--- config.mk ---
export PLATFORM = sky130hd
export DESIGN_NAME = renameStage
export DESIGN_NICKNAME = d
export VERILOG_FILES = /design/src/source/renamePkg.sv /design/src/source/renameTable.sv /design/src/source/tagFreeList.sv /design/src/source/seqAllocator.sv /design/src/source/renameStage.sv
export VERILOG_INCLUDE_DIRS = /design/src /design/src/source
export SDC_FILE = /design/constraint.sdc
export NUM_CORES = 2
export LEC_CHECK = 0
export ABC_AREA = 0
export BUFFER_PORTS_ARGS = -buffer_cell sky130_fd_sc_hd__buf_2
export CORE_UTILIZATION = 35
export CTS_CLUSTER_SIZE = 16
export DETAILED_ROUTE_END_ITERATION = 7
export SYNTH_ARGS = -nofsm -noshare
export SYNTH_HDL_FRONTEND = slang
export SYNTH_SLANG_ARGS = --single-unit
--- constraint.sdc ---
create_clock -name clk -period 7.9 [get_ports clk]
set_input_delay 0.395 -clock clk [delete_from_list [all_inputs] [get_ports clk]]
set_output_delay 0.395 -clock clk [all_outputs]
set_load 0.01 [all_outputs]
--- src/source/rename_config.svh ---
`ifndef RENAME_CONFIG_SVH
`define RENAME_CONFIG_SVH

// Group and writeback widths
`define RENAME_WIDTH 2
`define WB_WIDTH 2

// Architectural register names
`define ARCH_REGS 32
`define REG_BITS 5

// Physical tags, free count needs one extra bit
`define PHYS_TAGS 64
`define TAG_BITS 6
`define FREE_CNT_BITS 7

// Sequence, load and store numbers
`define SQN_BITS 6

`endif

--- src/source/renamePkg.sv ---
`default_nettype none

`include "rename_config.svh"

package renamePkg;

    typedef logic [`REG_BITS-1:0] RegName;
    typedef logic [`TAG_BITS-1:0] Tag;
    typedef logic [`SQN_BITS-1:0] SqN;

    typedef enum logic [1:0] {
        OP_ALU   = 2'd0,
        OP_LOAD  = 2'd1,
        OP_STORE = 2'd2
    } OpKind;

    // Decoded micro-op from the front end
    typedef struct packed {
        logic valid;
        OpKind kind;
        RegName rs0;
        RegName rs1;
        RegName rd;
        logic [31:0] imm;
    } DecUop;

    // Renamed micro-op for the issue stage
    typedef struct packed {
        OpKind kind;
        logic [31:0] imm;
        RegName nmDst;
        Tag tagA;
        Tag tagB;
        logic availA;
        logic availB;
        Tag tagDst;
        SqN sqN;
        SqN loadSqN;
        SqN storeSqN;
    } RenUop;

    typedef struct packed {
        logic valid;
        RegName nmDst;
        Tag tagDst;
        SqN sqN;
    } CommitUop;

    typedef struct packed {
        logic valid;
        Tag tagDst;
    } WbResult;

    // Mispredicted branch and the counters it carried
    typedef struct packed {
        logic taken;
        SqN sqN;
        SqN loadSqN;
        SqN storeSqN;
    } BranchRecover;

endpackage

`default_nettype wire

--- src/source/renameTable.sv ---
`timescale 1ns/1ps
`default_nettype none

`include "rename_config.svh"

module renameTable import renamePkg::*; (
    input  logic clk,
    input  logic rst,
    input  logic recoverTaken,
    input  RegName [2*`RENAME_WIDTH-1:0] lookupNames,
    input  logic [`RENAME_WIDTH-1:0] issueValid,
    input  RegName [`RENAME_WIDTH-1:0] issueNames,
    input  Tag [`RENAME_WIDTH-1:0] issueTags,
    input  logic [`RENAME_WIDTH-1:0] commitValid,
    input  RegName [`RENAME_WIDTH-1:0] commitNames,
    input  Tag [`RENAME_WIDTH-1:0] commitTags,
    input  WbResult [`WB_WIDTH-1:0] wbResults,
    output Tag [2*`RENAME_WIDTH-1:0] lookupTags,
    output logic [2*`RENAME_WIDTH-1:0] lookupAvail,
    output Tag [`RENAME_WIDTH-1:0] commitPrevTags
);

    Tag specMap [`ARCH_REGS];
    logic [`ARCH_REGS-1:0] specReady;
    Tag comMap [`ARCH_REGS];

    Tag specMapNext [`ARCH_REGS];
    logic [`ARCH_REGS-1:0] specReadyNext;
    Tag comMapNext [`ARCH_REGS];

    // Operand lookup, two per slot
    always_comb begin
        for (int k = 0; k < 2*`RENAME_WIDTH; k++) begin
            lookupTags[k] = specMap[lookupNames[k]];
            lookupAvail[k] = specReady[lookupNames[k]];
            // Older slot in this group writes the same register
            for (int j = 0; j < k / 2; j++) begin
                if (issueValid[j] && issueNames[j] == lookupNames[k]) begin
                    lookupTags[k] = issueTags[j];
                    lookupAvail[k] = 1'b0;
                end
            end
            for (int w = 0; w < `WB_WIDTH; w++) begin
                if (wbResults[w].valid && wbResults[w].tagDst == lookupTags[k])
                    lookupAvail[k] = 1'b1;
            end
            if (lookupNames[k] == '0) begin
                lookupTags[k] = '0;
                lookupAvail[k] = 1'b1;
            end
        end
    end

    // Commits in order, so a later commit to the same register sees the earlier one
    always_comb begin
        comMapNext = comMap;
        for (int c = 0; c < `RENAME_WIDTH; c++) begin
            commitPrevTags[c] = comMapNext[commitNames[c]];
            if (commitValid[c])
                comMapNext[commitNames[c]] = commitTags[c];
        end
    end

    always_comb begin
        specMapNext = specMap;
        specReadyNext = specReady;
        if (recoverTaken) begin
            specMapNext = comMapNext;
            specReadyNext = '1;
        end else begin
            for (int r = 0; r < `ARCH_REGS; r++) begin
                for (int w = 0; w < `WB_WIDTH; w++) begin
                    if (wbResults[w].valid && wbResults[w].tagDst == specMap[r])
                        specReadyNext[r] = 1'b1;
                end
            end
            // New mappings win over writebacks
            for (int i = 0; i < `RENAME_WIDTH; i++) begin
                if (issueValid[i]) begin
                    specMapNext[issueNames[i]] = issueTags[i];
                    specReadyNext[issueNames[i]] = 1'b0;
                end
            end
        end
    end

    always_ff @(posedge clk) begin
        if (rst) begin
            for (int r = 0; r < `ARCH_REGS; r++) begin
                specMap[r] <= Tag'(r);
                comMap[r] <= Tag'(r);
            end
            specReady <= '1;
        end else begin
            specMap <= specMapNext;
            specReady <= specReadyNext;
            comMap <= comMapNext;
        end
    end

endmodule

`default_nettype wire

--- src/source/tagFreeList.sv ---
`timescale 1ns/1ps
`default_nettype none

`include "rename_config.svh"

module tagFreeList import renamePkg::*; (
    input  logic clk,
    input  logic rst,
    input  logic recoverTaken,
    input  logic [`RENAME_WIDTH-1:0] allocValid,
    input  logic [`RENAME_WIDTH-1:0] commitValid,
    input  Tag [`RENAME_WIDTH-1:0] commitPrevTags,
    output Tag [`RENAME_WIDTH-1:0] allocTags,
    output logic [`FREE_CNT_BITS-1:0] freeCount
);

    // Pointers carry a wrap bit above the index
    typedef logic [`FREE_CNT_BITS-1:0] QPtr;

    Tag fifo [`PHYS_TAGS];
    QPtr specRd;
    QPtr comRd;
    QPtr wrPtr;

    QPtr allocCnt;
    QPtr pushCnt;
    QPtr allocOffs [`RENAME_WIDTH];
    QPtr pushOffs [`RENAME_WIDTH];

    assign freeCount = wrPtr - specRd;

    // Only allocating slots consume entries, likewise only used commits push
    always_comb begin
        allocCnt = '0;
        pushCnt = '0;
        for (int k = 0; k < `RENAME_WIDTH; k++) begin
            allocOffs[k] = specRd + allocCnt;
            pushOffs[k] = wrPtr + pushCnt;
            allocTags[k] = fifo[allocOffs[k][`TAG_BITS-1:0]];
            if (allocValid[k])
                allocCnt = allocCnt + 1'b1;
            if (commitValid[k])
                pushCnt = pushCnt + 1'b1;
        end
    end

    always_ff @(posedge clk) begin
        if (rst) begin
            // Tags above the architectural range start out free
            for (int i = 0; i < `PHYS_TAGS; i++)
                fifo[i] <= Tag'(i + `ARCH_REGS);
            specRd <= '0;
            comRd <= '0;
            wrPtr <= QPtr'(`PHYS_TAGS - `ARCH_REGS);
        end else begin
            for (int k = 0; k < `RENAME_WIDTH; k++) begin
                if (commitValid[k])
                    fifo[pushOffs[k][`TAG_BITS-1:0]] <= commitPrevTags[k];
            end
            wrPtr <= wrPtr + pushCnt;
            comRd <= comRd + pushCnt;
            // Commits retire allocations in the same order they were handed out
            if (recoverTaken)
                specRd <= comRd + pushCnt;
            else
                specRd <= specRd + allocCnt;
        end
    end

endmodule

`default_nettype wire

--- src/source/seqAllocator.sv ---
`timescale 1ns/1ps
`default_nettype none

`include "rename_config.svh"

module seqAllocator import renamePkg::*; (
    input  logic clk,
    input  logic rst,
    input  logic accept,
    input  logic [`RENAME_WIDTH-1:0] slotValid,
    input  OpKind [`RENAME_WIDTH-1:0] slotKind,
    input  BranchRecover recover,
    output SqN [`RENAME_WIDTH-1:0] slotSqN,
    output SqN [`RENAME_WIDTH-1:0] slotLoadSqN,
    output SqN [`RENAME_WIDTH-1:0] slotStoreSqN,
    output SqN nextSqN
);

    SqN sqN;
    SqN loadSqN;
    SqN storeSqN;

    SqN sqNEnd;
    SqN loadSqNEnd;
    SqN storeSqNEnd;

    assign nextSqN = sqN;

    // Each slot gets the running counts of the slots before it
    always_comb begin
        sqNEnd = sqN;
        loadSqNEnd = loadSqN;
        storeSqNEnd = storeSqN;
        for (int i = 0; i < `RENAME_WIDTH; i++) begin
            slotSqN[i] = sqNEnd;
            slotLoadSqN[i] = loadSqNEnd;
            slotStoreSqN[i] = storeSqNEnd;
            if (slotValid[i]) begin
                sqNEnd = sqNEnd + 1'b1;
                if (slotKind[i] == OP_LOAD)
                    loadSqNEnd = loadSqNEnd + 1'b1;
                if (slotKind[i] == OP_STORE)
                    storeSqNEnd = storeSqNEnd + 1'b1;
            end
        end
    end

    always_ff @(posedge clk) begin
        if (rst) begin
            sqN <= '0;
            loadSqN <= '0;
            storeSqN <= '0;
        end else if (recover.taken) begin
            sqN <= recover.sqN + 1'b1;
            loadSqN <= recover.loadSqN;
            storeSqN <= recover.storeSqN;
        end else if (accept) begin
            sqN <= sqNEnd;
            loadSqN <= loadSqNEnd;
            storeSqN <= storeSqNEnd;
        end
    end

endmodule

`default_nettype wire

--- src/source/renameStage.sv ---
`timescale 1ns/1ps
`default_nettype none

`include "rename_config.svh"

module renameStage import renamePkg::*; (
    input  logic clk,
    input  logic rst,
    input  logic en,
    input  logic advance,
    input  DecUop [`RENAME_WIDTH-1:0] decUops,
    input  CommitUop [`RENAME_WIDTH-1:0] comUops,
    input  WbResult [`WB_WIDTH-1:0] wbResults,
    input  BranchRecover recover,
    output logic stall,
    output logic [`RENAME_WIDTH-1:0] renValid,
    output RenUop [`RENAME_WIDTH-1:0] renUops,
    output SqN nextSqN
);

    logic accept;
    logic [`RENAME_WIDTH-1:0] slotValid;
    logic [`RENAME_WIDTH-1:0] slotWrites;
    logic [`RENAME_WIDTH-1:0] issueValid;
    OpKind [`RENAME_WIDTH-1:0] slotKind;
    RegName [`RENAME_WIDTH-1:0] destNames;
    logic [`FREE_CNT_BITS-1:0] needTags;

    RegName [2*`RENAME_WIDTH-1:0] lookupNames;
    Tag [2*`RENAME_WIDTH-1:0] lookupTags;
    logic [2*`RENAME_WIDTH-1:0] lookupAvail;

    logic [`RENAME_WIDTH-1:0] commitValid;
    RegName [`RENAME_WIDTH-1:0] commitNames;
    Tag [`RENAME_WIDTH-1:0] commitTags;
    Tag [`RENAME_WIDTH-1:0] commitPrevTags;

    Tag [`RENAME_WIDTH-1:0] allocTags;
    logic [`FREE_CNT_BITS-1:0] freeCount;

    SqN [`RENAME_WIDTH-1:0] slotSqN;
    SqN [`RENAME_WIDTH-1:0] slotLoadSqN;
    SqN [`RENAME_WIDTH-1:0] slotStoreSqN;

    always_comb begin
        needTags = '0;
        for (int i = 0; i < `RENAME_WIDTH; i++) begin
            slotValid[i] = decUops[i].valid;
            slotKind[i] = decUops[i].kind;
            destNames[i] = decUops[i].rd;
            // r0 never takes a tag
            slotWrites[i] = decUops[i].valid && decUops[i].rd != '0;
            lookupNames[2*i] = decUops[i].rs0;
            lookupNames[2*i+1] = decUops[i].rs1;
            if (slotWrites[i])
                needTags = needTags + 1'b1;
        end
    end

    assign stall = freeCount < needTags;
    assign accept = en && advance && !stall && !recover.taken;
    assign issueValid = {`RENAME_WIDTH{accept}} & slotWrites;

    // Commits younger than a mispredicted branch are dropped
    always_comb begin
        for (int c = 0; c < `RENAME_WIDTH; c++) begin
            commitNames[c] = comUops[c].nmDst;
            commitTags[c] = comUops[c].tagDst;
            commitValid[c] = comUops[c].valid && comUops[c].nmDst != '0
                && (!recover.taken || $signed(SqN'(comUops[c].sqN - recover.sqN)) <= 0);
        end
    end

    renameTable rt (
        .clk(clk),
        .rst(rst),
        .recoverTaken(recover.taken),
        .lookupNames(lookupNames),
        .issueValid(issueValid),
        .issueNames(destNames),
        .issueTags(allocTags),
        .commitValid(commitValid),
        .commitNames(commitNames),
        .commitTags(commitTags),
        .wbResults(wbResults),
        .lookupTags(lookupTags),
        .lookupAvail(lookupAvail),
        .commitPrevTags(commitPrevTags)
    );

    tagFreeList fl (
        .clk(clk),
        .rst(rst),
        .recoverTaken(recover.taken),
        .allocValid(issueValid),
        .commitValid(commitValid),
        .commitPrevTags(commitPrevTags),
        .allocTags(allocTags),
        .freeCount(freeCount)
    );

    seqAllocator sa (
        .clk(clk),
        .rst(rst),
        .accept(accept),
        .slotValid(slotValid),
        .slotKind(slotKind),
        .recover(recover),
        .slotSqN(slotSqN),
        .slotLoadSqN(slotLoadSqN),
        .slotStoreSqN(slotStoreSqN),
        .nextSqN(nextSqN)
    );

    // Group is held only while enabled and the next stage is not taking it
    always_ff @(posedge clk) begin
        if (rst || recover.taken)
            renValid <= '0;
        else if (accept)
            renValid <= slotValid;
        else if (!en || advance)
            renValid <= '0;
    end

    always_ff @(posedge clk) begin
        if (accept) begin
            for (int i = 0; i < `RENAME_WIDTH; i++) begin
                renUops[i].kind <= decUops[i].kind;
                renUops[i].imm <= decUops[i].imm;
                renUops[i].nmDst <= decUops[i].rd;
                renUops[i].tagA <= lookupTags[2*i];
                renUops[i].tagB <= lookupTags[2*i+1];
                renUops[i].availA <= lookupAvail[2*i];
                renUops[i].availB <= lookupAvail[2*i+1];
                renUops[i].tagDst <= slotWrites[i] ? allocTags[i] : Tag'(0);
                renUops[i].sqN <= slotSqN[i];
                renUops[i].loadSqN <= slotLoadSqN[i];
                renUops[i].storeSqN <= slotStoreSqN[i];
            end
        end else if (en && !advance) begin
            // Keep held operands up to date with results
            for (int w = 0; w < `WB_WIDTH; w++) begin
                for (int i = 0; i < `RENAME_WIDTH; i++) begin
                    if (wbResults[w].valid && renValid[i]) begin
                        if (renUops[i].tagA == wbResults[w].tagDst)
                            renUops[i].availA <= 1'b1;
                        if (renUops[i].tagB == wbResults[w].tagDst)
                            renUops[i].availB <= 1'b1;
                    end
                end
            end
        end
    end

endmodule

`default_nettype wire

==> run_results.csv <==
group,metric,value,unit
worst_setup_path,crit_buf_inv,6,
routing,remaining_drc_errors,0,
routing,drt_wl_total,336000,um
floorplan,num_rows,163,
global_routing,grt_pass1_wl,466000,um
floorplan,io_pins,336,
worst_setup_path,cp_max_fo,30,
worst_setup_path,crit_slowest_cell,"o21ai_4",
power_and_ir_drop,vdd_ir_drop_max,191,uV
power_and_ir_drop,power.density,192,nW/um2
power_and_ir_drop,power_leakage,26.8,nW
cts,cts.sinks,995,
sta,fin_skew,0.0865,ns
worst_hold_path,min_to,"renUops[39]",
yosys,yosys.area.top_type_share,0.232,
worst_setup_path,worst_setup_path_end_kind,"register",
yosys,synthCells,6910,
sta,relSlewSlack,0.00718,
worst_hold_path,hold_path.class,"in -> reg",
sta,rsz0062_at_grt,"no",
worst_hold_path,worstHoldStart,"decUops[33]",
global_routing,use_met3,0.126,
cts,post_cts_buffers,0,
worst_setup_path,rrSetupSlack,1.02,ns
yosys,async_flop_share,0,
yosys,synth_common_cells,"716 x nand2_1, 665 x nor2_1, 538 x edfxtp_1",
outcome,violations,"capacitance limit",
worst_setup_path,r2r_end,"rt.specMap[24]",
finish,fill_cells,19063,
yosys,synth_edf_count,538,
job,maxCapViolCount,1,
cts,clkLatencyLatePin,0.83,ns
worst_setup_path,startpoint_type,"primary input",
yosys,synth_area_per_cell,10.1,um2
routing,wl_per_cell,34.4,um
global_routing,top_usage_layer,"met2",
yosys,yosys.area_share.adder,0.00853,
routing,viasPerCell,6.58,
yosys,synthXorXnorAreaFrac,0.0699,
global_routing,grt_use_met2,0.463,
placed_design,pre_cts_ws,0.779,ns
outcome,outcome,"finished, violations left",
worst_setup_path,slowest_delay,0.82,ns
floorplan,die_y,448,um
cts,cts_tree,"done",
yosys,synth_compound_area_frac,0.120,
finish,fin_nets,7233,
routing,drt_iter0_drc,10523,
yosys,seq_area_frac_synth,0.364,
global_routing,grt_pass1_vias,59913,
worst_setup_path,critPathRequiredTime,8.54,ns
sta,worst_pin_slew,1.48,ns
finish,multiInputGateArea,41700,um2
sta,whs,0.0443,ns
finish,fin_util,0.400,
yosys,yosys_register_bits,995,
routing,vias,64293,
yosys,synth_top_family_by_area,"multiplexers",
yosys,synth_cell_types,81,
cts,clockRootBuffer,"clkbuf_16",
cts,clockBufferDepth,3,
global_routing,grt_antenna_before_repair,20,
worst_setup_path,r2r-start,"fl.specRd[1]",
worst_setup_path,r2r_cells,18,
sta,hold_violations,0,
finish,drive_above_1_share,0.214,
floorplan,die_w,448,um
floorplan,start_util,0.352,
global_routing,gr-usage-all-layers,0.326,
finish,syn_to_final_growth,13.6,%
yosys,synthTopCellsByArea,"edfxtp_1 23%, mux4_2 16%, dfxtp_1 13%",
cts,ctsHtreeMaxLevel,3,
placed_design,hpwl,239000,um
yosys,synthMuxAreaShare,0.253,
routing,ant_nets,0,
yosys,syn-num-nets,7126,
placed_design,gp_congestion,1.06,
worst_setup_path,cp_cell_sequence,"dlygate4sd3_1, buf_2, or3_1, o31ai_1, inv_1, ha_1, inv_1, ha_1, a211oi_1, o211ai_1, o2bb2ai_4, and2_1, ha_4, ha_4, buf_12, mux4_2, mux4_2, mux2_2, o21ai_4, buf_4, nand2_1, o21ai_0, a21oi_1",
sta,max_freq,144,MHz
yosys,synth_ff_type,"edfxtp_1",
sta,tns,0,ns
floorplan,coreArea,197000,um2
cts,cts_buffers,116,
worst_setup_path,crit_arrival,7.59,ns
cts,path_clk_slew,0.07,ns
sta,fin_ws,0.945,ns
yosys,yosys.area.top_type,"edfxtp_1",
global_routing,use_met1,0.415,
sta,setup_viol_count_final,0,
global_routing,overflow,0,
sta,finalMaxSlewViolations,0,
yosys,yosys.area_share.simple,0.145,
worst_hold_path,whs_path_depth,1,
routing,drtPass1Iterations,7,
yosys,netlist_area,69500,um2
yosys,synth.most_common_cell,"nand2_1",
worst_setup_path,crit_type,"in -> reg",
placed_design,port-buffer-count,335,
sta,min_period,6.95,ns
global_routing,grt_start_max_net_pins,141,
sta,period_share,0.880,
finish,seq_area,25300,um2
worst_setup_path,cpLargestDelayFamily,"compound AO/OA/AOI/OAI gates",
floorplan,dieArea,200000,um2
yosys,ys.warnings.count,0,
## placed cells by master (no fill, tap or decap), types with 260 or more instances in the layout
cell and count:
dfxtp_1 455, xor2_1 274, mux2i_1 435, a21oi_1 267
o21ai_0 260, nor2_1 657, xnor2_1 278, mux4_2 492
buf_2 328, edfxtp_1 538, nand2_1 716
## how the worst max path moves through the flow
stage                     cells past startpoint  slack, ns        endpoint    startpoint
after floorplan                              12       0.31    renUops[101]  fl.specRd[1]
after global placement                       24       0.77  rt.specMap[49]   decUops[34]
after CTS                                    25       1.07  rt.specMap[49]   decUops[34]
after global routing                         25       0.67  rt.specMap[49]   decUops[34]
final                                        23       0.95  rt.specMap[24]   decUops[34]
after detailed placement                     24       0.78  rt.specMap[49]   decUops[34]
## registers in the layout, summed over array words and instances (netlist names)
| signal | flops |
|---|---|
| rt.specMap | 192 |
| fl.specRd | 7 |
| fl.comRd | 7 |
| sa.storeSqN | 6 |
| rt.specReady | 32 |
| rt.comMap | 192 |
| sa.nextSqN | 6 |
| fl.wrPtr | 7 |
| renUops | 154 |
| sa.loadSqN | 6 |
| renValid | 2 |
| fl.fifo | 384 |
## cells by family (layout without fill, tap and decap cells)
family | Yosys count | count (layout)
fa+ha+maj | 44 | 44
compound gates | 1280 | 1280
flops | 995 | 995
mux | 1117 | 1117
simple gates | 2208 | 2208
xor+xnor | 555 | 555
buf+inv | 711 | 917
other cells | 0 | 9
## where the power goes
group / leakage (nW) / switching, mW / internal (mW) / total (mW)
Clock: 1.98 / 2.49 / 3.36 / 5.85
Combinational: 16.4 / 2.25 / 1.19 / 3.44
Sequential: 8.44 / 0.214 / 5.64 / 5.86
Total: 26.8 / 4.96 / 10.2 / 15.1
## worst reg2reg max path, stage by stage, from the launching register on
cell,delay (ns)
dfxtp_4,0.58
inv_1,0.32
fa_1,0.51
and3_1,0.24
or4_1,0.51
a21oi_1,0.31
o2bb2ai_4,0.08
and2_1,0.34
ha_4,0.27
ha_4,0.57
buf_12,0.29
mux4_2,0.40
mux4_2,0.57
mux2_2,0.37
o21ai_4,0.82
buf_4,0.33
nand2_1,0.05
o21ai_0,0.10
a21oi_1,0.10
## metal layers
metal  wire, um  vias to the layer above
li1           -                    26277
met3      52300                     1059
met1     122000                    31448
met4      24100                       14
met5        136                        -
met2     138000                     5495
## repair_timing
action / in CTS / in global routing
hold endpoints to repair: 90 / 0
resized for setup: 0 / 0
hold buffers: 90 / 0
## through the flow
step	power, mW	cells	area (um2)
floorplan	7.87	6910	69500
global placement	9.18	9449	74000
detailed placement	9.21	9449	74000
CTS	15.0	9756	79000
global route	15.4	9758	79000
finish	15.1	9765	79000
## layout make-up
type                            instances  area share
Sequential cell                       995       0.320
Clock buffer                          144      0.0395
Timing Repair Buffer                  646      0.0556
Multi-Input combinational cell       5204       0.528
Inverter                               54     0.00266
Tap cell                             2640      0.0418
Antenna cell                            9    0.000285
Clock inverter                         73      0.0115
Note: power is estimated with default switching activity, not from simulation.
